### config.mk
export PLATFORM = sky130hd
export DESIGN_NAME = pwm_chain
export DESIGN_NICKNAME = d
export VERILOG_FILES = /design/src/hw/pwm_timing_pkg.sv /design/src/hw/pwm_reg_pkg.sv /design/src/hw/pwm_cfg_if.sv /design/src/hw/pwm_register_file.sv /design/src/hw/pwm_run_control.sv /design/src/hw/pwm_counter.sv /design/src/hw/pwm_channel.sv /design/src/hw/pwm_chain.sv
export VERILOG_INCLUDE_DIRS = /design/src /design/src/hw
export SDC_FILE = /design/constraint.sdc
export NUM_CORES = 1
export LEC_CHECK = 0
export BUFFER_PORTS_ARGS = -buffer_cell sky130_fd_sc_hd__buf_2
export CORE_MARGIN = 2
export CORE_UTILIZATION = 50
export DETAILED_ROUTE_END_ITERATION = 10
export GPL_TIMING_DRIVEN = 1
export PLACE_DENSITY = 0.71
export SLEW_MARGIN = 20
export SYNTH_ARGS = -nofsm -noshare
export SYNTH_HDL_FRONTEND = slang
export SYNTH_HIERARCHICAL = 1
export SYNTH_SLANG_ARGS = --single-unit
### constraint.sdc
create_clock -name clock -period 3.7 [get_ports clock]
set_input_delay 0.37 -clock clock [delete_from_list [all_inputs] [get_ports clock]]
set_output_delay 0.37 -clock clock [all_outputs]
set_load 0.02 [all_outputs]
### src/hw/pwm_defines.svh
/*
 * Build-time sizes and register addresses of the multichannel PWM generator.
 * Include this header in any file that sizes ports or decodes bus addresses.
 */
`ifndef PWM_DEFINES_SVH
`define PWM_DEFINES_SVH

// Number of complementary pin pairs
`define PWM_N_CHANNELS 3

// Counter and threshold width
`define PWM_COUNTER_WIDTH 16

// Dead-time and start-delay width
`define PWM_DEADTIME_WIDTH 8

// Bus address width and register map, starting at zero
`define PWM_ADDR_WIDTH 4
`define PWM_ADDR_CONTROL 0
`define PWM_ADDR_PERIOD 1
`define PWM_ADDR_SHIFT 2
`define PWM_ADDR_CHANNEL_BASE 4

`endif

### src/hw/pwm_timing_pkg.sv
/*
 * Timing enumerations shared by the run control, the counter and the
 * register file: the counter mode and the run-control states.
 */
package pwm_timing_pkg;

    // Counter modes as stored in the control register
    typedef enum logic [1:0] {
        MODE_UP      = 2'd0,
        MODE_UP_DOWN = 2'd1,
        MODE_OFF     = 2'd2
    } counter_mode_e;

    // Run-control FSM states
    typedef enum logic [1:0] {
        RUN_IDLE     = 2'd0,
        RUN_DELAYING = 2'd1,
        RUN_RUNNING  = 2'd2
    } run_state_e;

endpackage

### src/hw/pwm_reg_pkg.sv
/*
 * Register-map types of the PWM generator. A bus write word is decoded
 * either as the control word or as a channel's threshold pair.
 */
`include "pwm_defines.svh"

package pwm_reg_pkg;

    // Control register, run bit in the top bit
    typedef struct packed {
        logic                               run;
        pwm_timing_pkg::counter_mode_e      counter_mode;
        logic                               deadtime_enable;
        logic [`PWM_N_CHANNELS-1:0]         output_enable;
        logic [`PWM_DEADTIME_WIDTH-1:0]     deadtime;
        logic [27-`PWM_N_CHANNELS-`PWM_DEADTIME_WIDTH:0] padding;
    } control_word_s;

    // Channel window, low threshold in the upper half
    typedef struct packed {
        logic [`PWM_COUNTER_WIDTH-1:0] low;
        logic [`PWM_COUNTER_WIDTH-1:0] high;
    } threshold_pair_s;

    typedef union packed {
        control_word_s   control;
        threshold_pair_s pair;
    } reg_word_u;

endpackage

### src/hw/pwm_cfg_if.sv
/*
 * Configuration bundle from the register file to the PWM datapath.
 * The register file drives it through source; run control, counter and
 * channels read it through sink.
 */
`include "pwm_defines.svh"

interface pwm_cfg_if;
    import pwm_reg_pkg::*;
    import pwm_timing_pkg::*;

    logic                           run;
    counter_mode_e                  counter_mode;
    logic [`PWM_COUNTER_WIDTH-1:0]  period;
    logic [`PWM_DEADTIME_WIDTH-1:0] timebase_shift;
    threshold_pair_s                thresholds [`PWM_N_CHANNELS];
    logic [`PWM_N_CHANNELS-1:0]     output_enable;
    logic                           deadtime_enable;
    logic [`PWM_DEADTIME_WIDTH-1:0] deadtime;

    modport source (
        output run, counter_mode, period, timebase_shift,
        output thresholds, output_enable, deadtime_enable, deadtime
    );

    modport sink (
        input run, counter_mode, period, timebase_shift,
        input thresholds, output_enable, deadtime_enable, deadtime
    );

endinterface

### src/hw/pwm_register_file.sv
/*
 * Four-phase req/ack bus slave holding the PWM configuration registers.
 * Each request is answered once; a write lands on the edge where bus_ack
 * rises and read data stays valid while bus_ack is high.
 */
`include "pwm_defines.svh"

module pwm_register_file (
    input  logic                       clock,
    input  logic                       reset,
    input  logic                       bus_req,
    input  logic                       bus_write,
    input  logic [`PWM_ADDR_WIDTH-1:0] bus_address,
    input  logic [31:0]                bus_write_data,
    output logic                       bus_ack,
    output logic [31:0]                bus_read_data,
    pwm_cfg_if.source                  cfg
);
    import pwm_reg_pkg::*;
    import pwm_timing_pkg::*;

    typedef enum logic {BUS_IDLE, BUS_ACK} bus_state_e;

    bus_state_e state;
    reg_word_u  write_word;
    reg_word_u  read_word;

    assign write_word = bus_write_data;
    assign bus_ack = (state == BUS_ACK);

    // Read mux builds the stored word for the requested address
    always_comb begin
        read_word = '0;
        case (bus_address)
            `PWM_ADDR_CONTROL: begin
                read_word.control.run = cfg.run;
                read_word.control.counter_mode = cfg.counter_mode;
                read_word.control.deadtime_enable = cfg.deadtime_enable;
                read_word.control.output_enable = cfg.output_enable;
                read_word.control.deadtime = cfg.deadtime;
            end
            `PWM_ADDR_PERIOD: read_word[`PWM_COUNTER_WIDTH-1:0] = cfg.period;
            `PWM_ADDR_SHIFT: read_word[`PWM_DEADTIME_WIDTH-1:0] = cfg.timebase_shift;
            default: begin
                for (int i = 0; i < `PWM_N_CHANNELS; i++) begin
                    if (int'(bus_address) == `PWM_ADDR_CHANNEL_BASE + i) begin
                        read_word.pair = cfg.thresholds[i];
                    end
                end
            end
        endcase
    end

    always_ff @(posedge clock) begin
        if (!reset) begin
            state <= BUS_IDLE;
            cfg.run <= 1'b0;
            cfg.counter_mode <= MODE_OFF;
            cfg.period <= '0;
            cfg.timebase_shift <= '0;
            cfg.output_enable <= '0;
            cfg.deadtime_enable <= 1'b0;
            cfg.deadtime <= '0;
            for (int i = 0; i < `PWM_N_CHANNELS; i++) begin
                cfg.thresholds[i] <= '0;
            end
        end else if (state == BUS_IDLE) begin
            if (bus_req) begin
                state <= BUS_ACK;
                bus_read_data <= read_word;
                if (bus_write) begin
                    case (bus_address)
                        `PWM_ADDR_CONTROL: begin
                            cfg.run <= write_word.control.run;
                            cfg.counter_mode <= write_word.control.counter_mode;
                            cfg.deadtime_enable <= write_word.control.deadtime_enable;
                            cfg.output_enable <= write_word.control.output_enable;
                            cfg.deadtime <= write_word.control.deadtime;
                        end
                        `PWM_ADDR_PERIOD: cfg.period <= bus_write_data[`PWM_COUNTER_WIDTH-1:0];
                        `PWM_ADDR_SHIFT: begin
                            cfg.timebase_shift <= bus_write_data[`PWM_DEADTIME_WIDTH-1:0];
                        end
                        default: begin
                            for (int i = 0; i < `PWM_N_CHANNELS; i++) begin
                                if (int'(bus_address) == `PWM_ADDR_CHANNEL_BASE + i) begin
                                    cfg.thresholds[i] <= write_word.pair;
                                end
                            end
                        end
                    endcase
                end
            end
        end else if (!bus_req) begin
            // Master has released the request, so the ack can fall
            state <= BUS_IDLE;
        end
    end

endmodule

### src/hw/pwm_run_control.sv
/*
 * Run-control FSM. Holds off the counter for the programmed start delay
 * after the run bit is set and stops it on a run clear or a stop request.
 */
`include "pwm_defines.svh"

module pwm_run_control (
    input  logic      clock,
    input  logic      reset,
    input  logic      stop_request,
    pwm_cfg_if.sink   cfg,
    output logic      counter_enable,
    output logic      counter_running
);
    import pwm_timing_pkg::*;

    run_state_e                     state;
    logic [`PWM_DEADTIME_WIDTH-1:0] delay_count;

    assign counter_enable = (state == RUN_RUNNING);

    always_ff @(posedge clock) begin
        if (!reset) begin
            state <= RUN_IDLE;
            delay_count <= '0;
            counter_running <= 1'b0;
        end else begin
            // Status flag lags the enable by one clock
            counter_running <= (state == RUN_RUNNING);
            if (!cfg.run || stop_request) begin
                state <= RUN_IDLE;
            end else begin
                case (state)
                    RUN_IDLE: begin
                        delay_count <= cfg.timebase_shift;
                        if (cfg.timebase_shift == '0) begin
                            state <= RUN_RUNNING;
                        end else begin
                            state <= RUN_DELAYING;
                        end
                    end
                    RUN_DELAYING: begin
                        delay_count <= delay_count - 1'b1;
                        // The last delay clock is the one that takes the count to zero
                        if (delay_count == 1) begin
                            state <= RUN_RUNNING;
                        end
                    end
                    default: state <= RUN_RUNNING;
                endcase
            end
        end
    end

endmodule

### src/hw/pwm_counter.sv
/*
 * Shared PWM period counter. Up mode runs 0 to period-1, up-down mode
 * runs 0 up to period and back down to 1. The reload flag marks count
 * zero so the channels can take new thresholds between periods.
 */
`include "pwm_defines.svh"

module pwm_counter (
    input  logic                          clock,
    input  logic                          reset,
    input  logic                          counter_enable,
    pwm_cfg_if.sink                       cfg,
    output logic [`PWM_COUNTER_WIDTH-1:0] count,
    output logic                          reload
);
    import pwm_timing_pkg::*;

    logic                          counting_down;
    logic [`PWM_COUNTER_WIDTH:0]   count_next_up;

    // One bit wider so that a period of zero or full scale still compares cleanly
    assign count_next_up = count + 1'b1;
    assign reload = (count == '0);

    always_ff @(posedge clock) begin
        if (!reset) begin
            count <= '0;
            counting_down <= 1'b0;
        end else if (!counter_enable || cfg.counter_mode == MODE_OFF) begin
            count <= '0;
            counting_down <= 1'b0;
        end else if (cfg.counter_mode == MODE_UP) begin
            counting_down <= 1'b0;
            if (count_next_up >= cfg.period) begin
                count <= '0;
            end else begin
                count <= count + 1'b1;
            end
        end else if (!counting_down) begin
            // Up-down mode, rising half
            if (count_next_up >= cfg.period) begin
                counting_down <= 1'b1;
            end
            count <= count + 1'b1;
        end else begin
            // Falling half turns round after reaching one
            if (count == 1) begin
                counting_down <= 1'b0;
            end
            count <= count - 1'b1;
        end
    end

endmodule

### src/hw/pwm_channel.sv
/*
 * One PWM channel. Compares the shared count against a shadowed threshold
 * window and drives a complementary pin pair, delaying each pin's rising
 * edge by the dead time. Pins are registered.
 */
`include "pwm_defines.svh"

module pwm_channel #(
    parameter int CHANNEL = 0
) (
    input  logic                          clock,
    input  logic                          reset,
    pwm_cfg_if.sink                       cfg,
    input  logic [`PWM_COUNTER_WIDTH-1:0] count,
    input  logic                          reload,
    input  logic                          counter_running,
    output logic                          out_a,
    output logic                          out_b
);
    import pwm_reg_pkg::*;

    threshold_pair_s                shadow;
    logic                           active;
    logic                           in_window;
    logic [1:0]                     level;
    logic [1:0]                     pin;
    logic [`PWM_DEADTIME_WIDTH-1:0] dead_count [2];

    // Thresholds only change between periods or while stopped
    always_ff @(posedge clock) begin
        if (reload || !counter_running) begin
            shadow <= cfg.thresholds[CHANNEL];
        end
    end

    assign active = counter_running && cfg.output_enable[CHANNEL];
    assign in_window = (count >= shadow.low) && (count < shadow.high);

    // Index 0 is the A pin, index 1 its complement
    assign level[0] = active && in_window;
    assign level[1] = active && !in_window;

    always_ff @(posedge clock) begin
        if (!reset) begin
            pin <= '0;
            for (int p = 0; p < 2; p++) begin
                dead_count[p] <= '0;
            end
        end else begin
            for (int p = 0; p < 2; p++) begin
                if (!level[p]) begin
                    // Arm the delay for the next rising edge
                    pin[p] <= 1'b0;
                    dead_count[p] <= cfg.deadtime_enable ? cfg.deadtime : '0;
                end else if (dead_count[p] == '0) begin
                    pin[p] <= 1'b1;
                end else begin
                    dead_count[p] <= dead_count[p] - 1'b1;
                end
            end
        end
    end

    assign out_a = pin[0];
    assign out_b = pin[1];

endmodule

### src/hw/pwm_chain.sv
/*
 * Top level of the multichannel PWM generator. Connects the bus register
 * file, run control, shared counter and one channel per pin pair.
 */
`include "pwm_defines.svh"

module pwm_chain (
    input  logic                       clock,
    input  logic                       reset,
    input  logic                       stop_request,
    input  logic                       bus_req,
    input  logic                       bus_write,
    input  logic [`PWM_ADDR_WIDTH-1:0] bus_address,
    input  logic [31:0]                bus_write_data,
    output logic                       bus_ack,
    output logic [31:0]                bus_read_data,
    output logic                       counter_status,
    output logic [`PWM_N_CHANNELS-1:0] out_a,
    output logic [`PWM_N_CHANNELS-1:0] out_b
);

    logic                          counter_enable;
    logic                          counter_running;
    logic [`PWM_COUNTER_WIDTH-1:0] count;
    logic                          reload;

    pwm_cfg_if cfg ();

    assign counter_status = counter_running;

    pwm_register_file i_register_file (
        .clock(clock), .reset(reset),
        .bus_req(bus_req), .bus_write(bus_write), .bus_address(bus_address),
        .bus_write_data(bus_write_data), .bus_ack(bus_ack),
        .bus_read_data(bus_read_data), .cfg(cfg.source)
    );

    pwm_run_control i_run_control (
        .clock(clock), .reset(reset), .stop_request(stop_request), .cfg(cfg.sink),
        .counter_enable(counter_enable), .counter_running(counter_running)
    );

    pwm_counter i_counter (
        .clock(clock), .reset(reset), .counter_enable(counter_enable), .cfg(cfg.sink),
        .count(count), .reload(reload)
    );

    for (genvar i = 0; i < `PWM_N_CHANNELS; i++) begin : g_channel
        pwm_channel #(.CHANNEL(i)) i_channel (
            .clock(clock), .reset(reset), .cfg(cfg.sink),
            .count(count), .reload(reload), .counter_running(counter_running),
            .out_a(out_a[i]), .out_b(out_b[i])
        );
    end

endmodule

After elaboration in Yosys (flattened, before gate mapping)
Memory sizes are Yosys's and may differ from the RTL's.
Index checks and enable logic that the tools add are counted.
{"block": "totals", "regBits": 298, "ram_bits": 48, "inputBits": 41, "output_inout_bits": 40, "word_cells": 206, "mem_count": 3}
{"block": "op_classes", "addsub": 10, "magnitude_cmp": 7, "n_eq_ne": 11, "n_mux": 73, "bitwise_logic": 16, "n_reduce_logical": 53}
{"memory": "g_channel[0].i_channel.dead_count", "words": 2, "word_bits": 8, "read_ports": 2, "rd_clocked_by_memory_dff": 0, "write_ports": 2, "line_no": "pwm_channel.sv:27", "source": "logic [`PWM_DEADTIME_WIDTH-1:0] dead_count [2];"}
{"memory": "g_channel[1].i_channel.dead_count", "words": 2, "word_bits": 8, "read_ports": 2, "rd_clocked_by_memory_dff": 0, "write_ports": 2, "line_no": "pwm_channel.sv:27"}
{"memory": "g_channel[2].i_channel.dead_count", "words": 2, "word_bits": 8, "read_ports": 2, "rd_clocked_by_memory_dff": 0, "write_ports": 2, "line_no": "pwm_channel.sv:27"}
{"cell": "two-way mux 8 bit", "count": 13}
{"cell": "two-way mux 32 bit", "count": 3}
{"cell": "logical NOT 8 bit", "count": 7}
{"cell": "subtractor 8 x 1 -> 8 bit, second input constant", "count": 7}
{"cell": "greater-or-equal comparator 16 bit", "count": 3}
{"cell": "less-than comparator 16 bit", "count": 3}
{"cell": "two-way mux 16 bit", "count": 3}
{"cell": "two-way mux 1 bit", "count": 47}
{"cell": "case mux 8 bit (2 select lines)", "count": 2}
{"cell": "case mux 15 bit (2 select lines)", "count": 1}
{"cell": "case mux 8 bit (3 select lines)", "count": 1}
{"cell": "adder 16 x 1 -> 17 bit, second input constant", "count": 1}
{"cell": "greater-or-equal comparator 17 x 16 -> 1 bit", "count": 1}
{"cell": "adder 16 x 1 -> 16 bit, second input constant", "count": 1}
{"cell": "equality test 16 x 1 -> 1 bit, second input constant", "count": 1}
{"cell": "logical NOT 16 bit", "count": 1}
{"cell": "subtractor 16 x 1 -> 16 bit, second input constant", "count": 1}
{"cell": "AND reduction 5 bit", "count": 3}
{"cell": "AND reduction 2 bit", "count": 7}
{"cell": "equality test 4 bit, second input constant", "count": 3}
{"cell": "logical AND 1 bit", "count": 12}
{"cell": "OR 1 bit", "count": 12}
{"cell": "AND reduction 4 bit", "count": 3}
{"cell": "equality test 8 x 1 -> 1 bit, second input constant", "count": 1}
{"cell": "16 further kinds", "count": 33}

Logic depth before layout (Yosys ltp)
Gate-level depths: netlist of run 1.
{"block": "depth", "ltp_word": 9, "ltp_mapped": 13}

Hierarchy
Netlist of run 1, hierarchy kept.
{"mod": "pwm_register_file", "instances": 1, "cells_per_inst": 669, "area_each_um2": 6990.5, "seq_area_each_um2": 3683.5}
{"mod": "pwm_channel (g_channel[0].i_channel ...)", "instances": 2, "cells_per_inst": 244, "area_each_um2": 2852.7, "seq_area_each_um2": 1481.4}
{"mod": "pwm_channel (g_channel[1].i_channel)", "instances": 1, "cells_per_inst": 246, "area_each_um2": 2839.0, "seq_area_each_um2": 1481.4}
{"mod": "pwm_counter", "instances": 1, "cells_per_inst": 217, "area_each_um2": 1773.0, "seq_area_each_um2": 340.3}
{"mod": "pwm_run_control", "instances": 1, "cells_per_inst": 83, "area_each_um2": 675.6, "seq_area_each_um2": 220.2}

Least setup slack after synthesis of run 1
No wires, ideal clock.
{"block": "synth_path", "kind": "register to register", "start": "register i_counter.count[0]", "end": "register i_counter.count[4]", "setup_ps": 58, "arrival_time_ps": 2816, "required_time_ps": 3642, "setup_slack_ps": 826, "stages_incl_launch_ff": 14, "n_path_buf": 1, "path_cell_list": "dfxtp_1 -> ha_1 -> and4_2 -> nand4_2 -> nor2_1 -> xor2_1 -> ha_1 -> a21oi_1 -> nand2_1 -> o21ai_0 -> o21ai_2 -> o31ai_1 -> buf_4 -> o211a_1"}
{"block": "synth_via", "elab_chain_len": 4, "word_cells_on_any_way": 7, "cone_classes": "add/sub (3); order compare (1); mux (3)"}
{"element": "start: declaration", "line_no": "pwm_counter.sv:13", "source": "output logic [`PWM_COUNTER_WIDTH-1:0] count,"}
{"element": "start signal: assignment", "line_no": "pwm_counter.sv:37", "source": "count <= count + 1'b1;"}
{"element": "start signal: assignment", "line_no": "pwm_counter.sv:44", "source": "count <= count + 1'b1;"}
{"element": "start signal: assignment", "line_no": "pwm_counter.sv:50", "source": "count <= count - 1'b1;"}
{"element": "adder 16 x 1 -> 17 bit", "line_no": "pwm_counter.sv:22", "source": "assign count_next_up = count + 1'b1;"}
{"element": "greater-or-equal comparator 17 x 16 -> 1 bit", "line_no": "pwm_counter.sv:34", "source": "if (count_next_up >= cfg.period) begin"}
{"element": "two-way mux 16 bit", "line_no": "pwm_counter.sv:34"}
{"element": "two-way mux 16 bit *", "line_no": "pwm_counter.sv:32", "source": "end else if (cfg.counter_mode == MODE_UP) begin"}
Every way passes the cells marked *; elsewhere a longest branch is shown, timed or not.
A chain may end at the register's enable or synchronous reset.

Final worst setup path of run 1
Ends and elaborated chain as after synthesis.

==> flow_metrics.tcl, run 1 <==
set metrics [dict create \
    status "completed" \
    cts_sinks 346 \
    max_stage_delay_ps 590 \
    timing.rr.end "i_counter/count[4]" \
    yosysWarnings 6 \
    drc_errors 0 \
    cts_root_buf "clkbuf_16" \
    holdPathStages 2 \
    placed_cell_area_sq_um 18840 \
    grt-ovfl-total 0 \
    setup_tns_ps 0 \
    rr_startpoint "i_counter/count[0]" \
    path_class "register to register" \
    cp_cell_sequence "ha_1, and4_2, nand4_2, nor2_1, xor2_1, ha_1, a21oi_1, nand2_1, o21ai_0, o21ai_2, o31ai_1, buf_4, o211a_1" \
    antenna_cells 0 \
    slew_violations 0 \
    worstSetupStartpointType "register" \
    required_ps 4180 \
    async_reset_ff_share_pct 0 \
    finalPower_w 0.008268 \
    via_per_inst 5.775 \
    skew_ps 33.21 \
    antenna_found_initial 0 \
    numCtsBuffers 38 \
    syn-cell-area_sq_um 17980 \
    io_buffers 80 \
    reg2reg_slack_ps 390 \
    wire_per_inst_um 20.23 \
    synth_area_leaders "edfxtp_1 (29%), dfxtp_1 (19%), mux2i_1 (11%), ha_1 (8.5%), nand2_1 (5.5%)" \
    die_h_um 193.7 \
    critPathSlowestCell "dfxtp_1" \
    min_period_ps 3312 \
    grt_setup_unrepaired "no" \
    synthCells 1703 \
    cp-end-kind "register" \
    ant_nets 0 \
    drtIter0Drc 927 \
    drv_cap 0 \
    ys_seq_area_share_pct 48.31 \
    clk_latency_ps 560 \
    drt_pass1_iterations 7 \
    core_sq_um 35480 \
    die_area_sq_um 37500 \
    tightest_slew_ps 1025 \
    finalSetupViolations 0 \
    postCtsHoldBufs 0 \
    slew_headroom_pct 30.97 \
    area_delta_synth_final_pct 11.94 \
    grt_pass1_wl_mm 72.39 \
    fin_nets 1946 \
    yosys.area.top_type "edfxtp_1" \
    peakVddDrop_uv 523.2 \
    min_to "i_register_file/bus_ack" \
    hold_viol 0 \
    reg2regPathDepth 13 \
    hold_path.class "primary input to register" \
    worstPathMaxFanout 12 \
    synth_ff_type "edfxtp_1" \
    dpl.hpwl_mm 32.09 \
    layout-drive-gt1-share_pct 12.31 \
    clkTransAtPathRegs_ps 60 \
    arrival_ps 3790 \
    synth_fp_nets 1866 \
    gp_congestion 0.9382 \
    fmax_ghz 0.3019 \
    p_per_area_nw_per_um2 410.7 \
    grt_usage_pct 24.21 \
    grt_max_degree 110 \
    ys_types 84 \
    power.leakage_nw 8.345 \
    vias 13126 \
    design_area_sq_um 20130 \
    yosysTopAreaCellShare_pct 29.39 \
    finalCritPeriodShare_pct 89.51 \
    start_util_pct 50.68 \
    hold_start "bus_req" \
    grt_pass1_vias 13278 \
    cts_tree "yes" \
    cp_common_cell "ha_1" \
    synth-edff-count 176 \
    htree_levels 2 \
    post_cts_buffers 0 \
    io_pins 81 \
    die_w_um 193.7 \
    postSynthAreaPerCell_sq_um 10.56 \
    totalWireLength_mm 45.97 \
    clock_path_buffers 3 \
    crit_path_start "i_counter/count[0]" \
    synth_seq_cells 346 \
    postCtsResizedCells 0 \
    rows 69 \
]
-- Yosys cell counts, types with 33 or more instances --
cell / count
o21ai_0: 43
inv_1: 136
clkbuf_1: 33
mux2i_1: 189
dfxtp_1: 170
a21oi_1: 44
ha_1: 122
nor2_1: 76
edfxtp_1: 176
xnor2_1: 33
nand2_1: 265
nand3_1: 39
-- through the flow --
stage,cells,utilization [%],setup WS [ps],hold slack [ps]
after floorplan,1703,-,825.6,424.8
after global placement,2204,53.08,542.2,439.5
after detailed placement,2204,53.08,439.1,438.8
after CTS,2273,56.73,432.1,83.77
after global routing,2273,56.73,43.71,100.7
final,2273,56.73,388.0,100.0
-- worst max path at each step --
stage / to / slack [ps] / depth (start not counted)
final: i_counter/count[4] / 390 / 13
after global routing: i_counter/count[4] / 40 / 13
after CTS: i_counter/count[4] / 430 / 13
after detailed placement: i_counter/count[4] / 440 / 13
after global placement: i_counter/count[4] / 540 / 13
after floorplan: i_counter/count[4] / 830 / 13
-- metal layers --
| metal | wire length (um) | GRT usage [%] | up-vias |
|---|---|---|---|
| met4 | 1041 | 7.520 | 0 |
| met5 | 0 | 0 | - |
| met3 | 2608 | 3.740 | 77 |
| met2 | 21290 | 39.29 | 410 |
| met1 | 21040 | 33.44 | 6429 |
| li1 | - | - | 6210 |
-- kinds of logic (layout without fill, tap and decap cells) --
kind of cell	count (synthesis)	in the layout	synth area share, %
simple gates	542	542	14.74
flops	346	346	48.31
compound gates	231	231	9.636
buf+inv	212	321	5.337
mux	189	189	10.52
fa+ha+maj	122	122	8.488
xor+xnor	61	61	2.971
-- cell usage in the layout, fill, tap and decap left out, drive strengths merged, types with 13 or more instances in the layout --
cell type  Yosys  final
nand2        266    266
a21oi         44     44
a2bb2oi       24     24
and2          17     17
ha           122    122
nor2          76     76
dfxtp        170    170
clkinv         0     13
edfxtp       176    176
inv          136    138
nand4         18     18
mux2i        189    189
nor3          36     36
o2bb2ai       23     23
nor2b         13     13
nor4          17     17
xnor2         33     33
xor2          28     28
nand3         41     41
nand2b        21     21
clkbuf        35     45
o21ai         48     48
buf           38    116
-- power by group --
part           switching (W)  total, W  internal, W
Clock                0.00159   0.00392      0.00234
Sequential         0.0000149   0.00404      0.00402
Combinational       0.000213  0.000306    0.0000933
-- critical path: cells and delay by family, from the launching register on --
| kind | cells | cell delay (ps) |
|---|---|---|
| AO/OA/AOI/OAI | 5 | 910 |
| XOR/XNOR | 1 | 220 |
| adder cells (fa/ha/maj) | 2 | 580 |
| buffers and inverters | 1 | 220 |
| flip-flops | 1 | 590 |
| AND/OR/NAND/NOR | 4 | 740 |
-- layout make-up --
type / count / area (sq um)
flip-flops and latches: 346 / 8688
clock buffers: 45 / 1018
fillers: 2979 / 15350
inverters: 136 / 510.5
well taps: 461 / 576.8
multi-input cells: 1145 / 8358
clock inverters: 24 / 276.5
repair buffers: 116 / 701.9
-- sequential cells by signal, summed over array words and instances, names as in the netlist --
register,count
g_channel.i_channel/dead_count,48
g_channel.i_channel/pin,6
g_channel.i_channel/shadow,96
i_counter/count,16
i_counter/counting_down,1
i_register_file/bus_ack,1
i_register_file/bus_read_data,32
i_register_file/cfg.counter_mode,2
i_register_file/cfg.deadtime,8
i_register_file/cfg.deadtime_enable,1
i_register_file/cfg.output_enable,3
i_register_file/cfg.period,16
i_register_file/cfg.run,1
i_register_file/cfg.thresholds,96
i_register_file/cfg.timebase_shift,8
i_run_control/counter_running,1
i_run_control/delay_count,8
i_run_control/state,2
(Power assumes the default switching activity.)
==> run 2, diff against run 1 <==
- SYNTH_HIERARCHICAL: 1 -> default
==> run 2 against run 1 <==
Compared with the run above:
- count of clock-buffer cells in the layout grew 6
- highest routed layer is now met5
- maximum frequency shrank 3.0%
- synthesized cell count grew 2.9%
- largest power group unchanged
==> flow_metrics.tcl, run 2 <==
set metrics [dict create \
    cp-end-kind "register" \
    post_cts_buffers 0 \
    postCtsResizedCells 0 \
    skew_ps 21.45 \
    clock_path_buffers 3 \
    min_period_ps 3416 \
    p_per_area_nw_per_um2 419.9 \
    htree_levels 2 \
    grt_max_degree 70 \
    top_regs "g_channel.i_channel.shadow x96, i_register_file.cfg.thresholds x96, g_channel.i_channel.dead_count x48" \
    io_buffers 80 \
    layout_commonest_cell "nand2_1" \
    wire_per_inst_um 19.53 \
    tightest_slew_ps 991.4 \
    finalCritPeriodShare_pct 92.31 \
    worstSetupStartpointType "register" \
    yosys-top-cells-count "nand2_1 (358), edfxtp_1 (176), dfxtp_1 (170)" \
    slew_headroom_pct 33.90 \
    design_area_sq_um 19690 \
    slew_violations 0 \
    numCtsBuffers 37 \
    start_util_pct 50.56 \
    holdWs_ps 50.23 \
    setup_tns_ps 0 \
    postSynthAreaPerCell_sq_um 9.919 \
    grt_usage_pct 25.12 \
    synth_ff_type "edfxtp_1" \
    layout-drive-gt1-share_pct 11.32 \
    arrival_ps 3680 \
    fin_nets 1991 \
    hold_start "stop_request" \
    grt_pass1_vias 12594 \
    io_pins 81 \
    grt_setup_unrepaired "no" \
    fin_util_pct 57.27 \
    vias 13048 \
    async_reset_ff_share_pct 0 \
    power.leakage_nw 8.015 \
    rr_startpoint "i_counter.count[5]" \
    die_area_sq_um 36260 \
    die_w_um 190.4 \
    drt_pass1_iterations 5 \
    ys_types 75 \
    fmax_ghz 0.2928 \
    clkTransAtPathRegs_ps 60 \
    totalWireLength_mm 45.13 \
    synth_fp_nets 1916 \
    yosysTopAreaCellShare_pct 30.41 \
    die_h_um 190.4 \
    ys_seq_area_share_pct 50.00 \
    cts_tree "yes" \
    hold_viol 0 \
    peakVddDrop_uv 294.0 \
    via_per_inst 5.646 \
    grt_pass1_wl_mm 70.99 \
    path_class "register to register" \
    dpl.hpwl_mm 31.52 \
    required_ps 3970 \
    synth-edff-count 176 \
    synth_area_leaders "edfxtp_1 (30%), dfxtp_1 (20%), ha_1 (8.9%), nand2_1 (7.7%), a21boi_0 (2.9%)" \
    antenna_found_initial 2 \
    syn-cell-area_sq_um 17380 \
    drv_cap 0 \
    postCtsHoldBufs 0 \
    drc_errors 0 \
    status "completed" \
    yosys.area.top_type "edfxtp_1" \
    crit_path_start "i_counter.count[5]" \
    yosysMostFrequentCell "nand2_1" \
    cts_sinks 346 \
    final_cell_mix "nand2_1 (357), edfxtp_1 (176), dfxtp_1 (170)" \
    grt-ovfl-total 0 \
    num-fill-cells 3016 \
    worstPathMaxFanout 14 \
    finalSetupViolations 0 \
    placed_cell_area_sq_um 18370 \
    gp_congestion 0.9017 \
    clk_latency_ps 530 \
    ant_nets 0 \
    yosysWarnings 0 \
    hold_path.class "primary input to register" \
    drtIter0Drc 1255 \
    rows 68 \
    cts_root_buf "clkbuf_16" \
    core_sq_um 34370 \
    synth_seq_cells 346 \
    synthCells 1752 \
    area_delta_synth_final_pct 13.28 \
]
## run 2: cell count changes in the layout (fill, tap and decap cells not counted), sizes merged, moves of 9 or more
cell,before,now
a211oi,6,18
a21boi,1,128
a21o,5,24
a22oi,10,64
a2bb2oi,24,0
and2,17,7
mux2i,189,48
nand2,266,358
nand2b,21,12
nand3,41,22
o221ai,9,0
o2bb2ai,23,1
## run 2: logic make-up (layout without fill, tap and decap cells)
| group | Yosys count | after routing | synth area share [%] |
|---|---|---|---|
| compound gates | 380 | 380 | 15.48 |
| xor+xnor | 60 | 60 | 3.024 |
| fa+ha+maj | 123 | 123 | 8.856 |
| buf+inv | 217 | 320 | 4.968 |
| flops | 346 | 346 | 50.00 |
| mux | 48 | 48 | 2.765 |
| other cells | 0 | 1 | 0 |
| simple gates | 578 | 578 | 14.91 |
## run 2: layer usage
metal / up-vias / wire (um) / GRT usage (%) / part of all wire, %
li1: 6289 / - / - / -
met1: 6268 / 20440 / 35.74 / 45
met2: 438 / 20800 / 40.21 / 46
met3: 51 / 3118 / 4.049 / 6.9
met4: 2 / 764 / 5.903 / 1.7
met5: - / 13 / 0 / 0.029
## run 2: per-stage QoR
stage	cells	power [W]	setup WS, ps
after floorplan	1752	0.004248	127.1
after global placement	2243	0.004362	321.1
after detailed placement	2243	0.004367	333.8
after CTS	2310	0.008320	314.2
after global routing	2310	0.008479	15.16
final	2311	0.008265	284.5
## run 2: final timing paths
check                                                 end  slack, ps  depth (start not counted)
setup reg to reg  g_channel[0].i_channel.dead_count[0][4]        280                         10
setup / recovery  g_channel[0].i_channel.dead_count[0][4]        280                         10
hold / removal                     i_run_control.state[0]         50                          2
hold reg to reg         g_channel[0].i_channel.shadow[14]        460                          0
## run 2: area by class of cell
cell class              count  area [sq um]  area share [%]
multi-input cells        1189          7873           39.99
clock buffers              51          1094           5.555
repair buffers            123         750.7           3.814
diodes                      1         2.502         0.01271
well taps                 455         569.3           2.892
clock inverters            16         220.2           1.119
inverters                 130         488.0           2.479
flip-flops and latches    346          8688           44.14
## run 2: worst max-delay path, cell delays in order (launching register included)
cell      delay (ps)
dfxtp_1          570
buf_4            220
ha_1             250
a41o_1           180
a21oi_1          140
nor2_1            60
a211oi_1         340
o211ai_1         450
or3_1            690
nand3_1          170
o21ai_1           90
## run 2: power by group
group	total (W)	internal, W	switching (W)
sequential	0.00403	0.00402	0.0000128
clock	0.00398	0.00243	0.00155
combinational	0.000252	0.0000844	0.000167
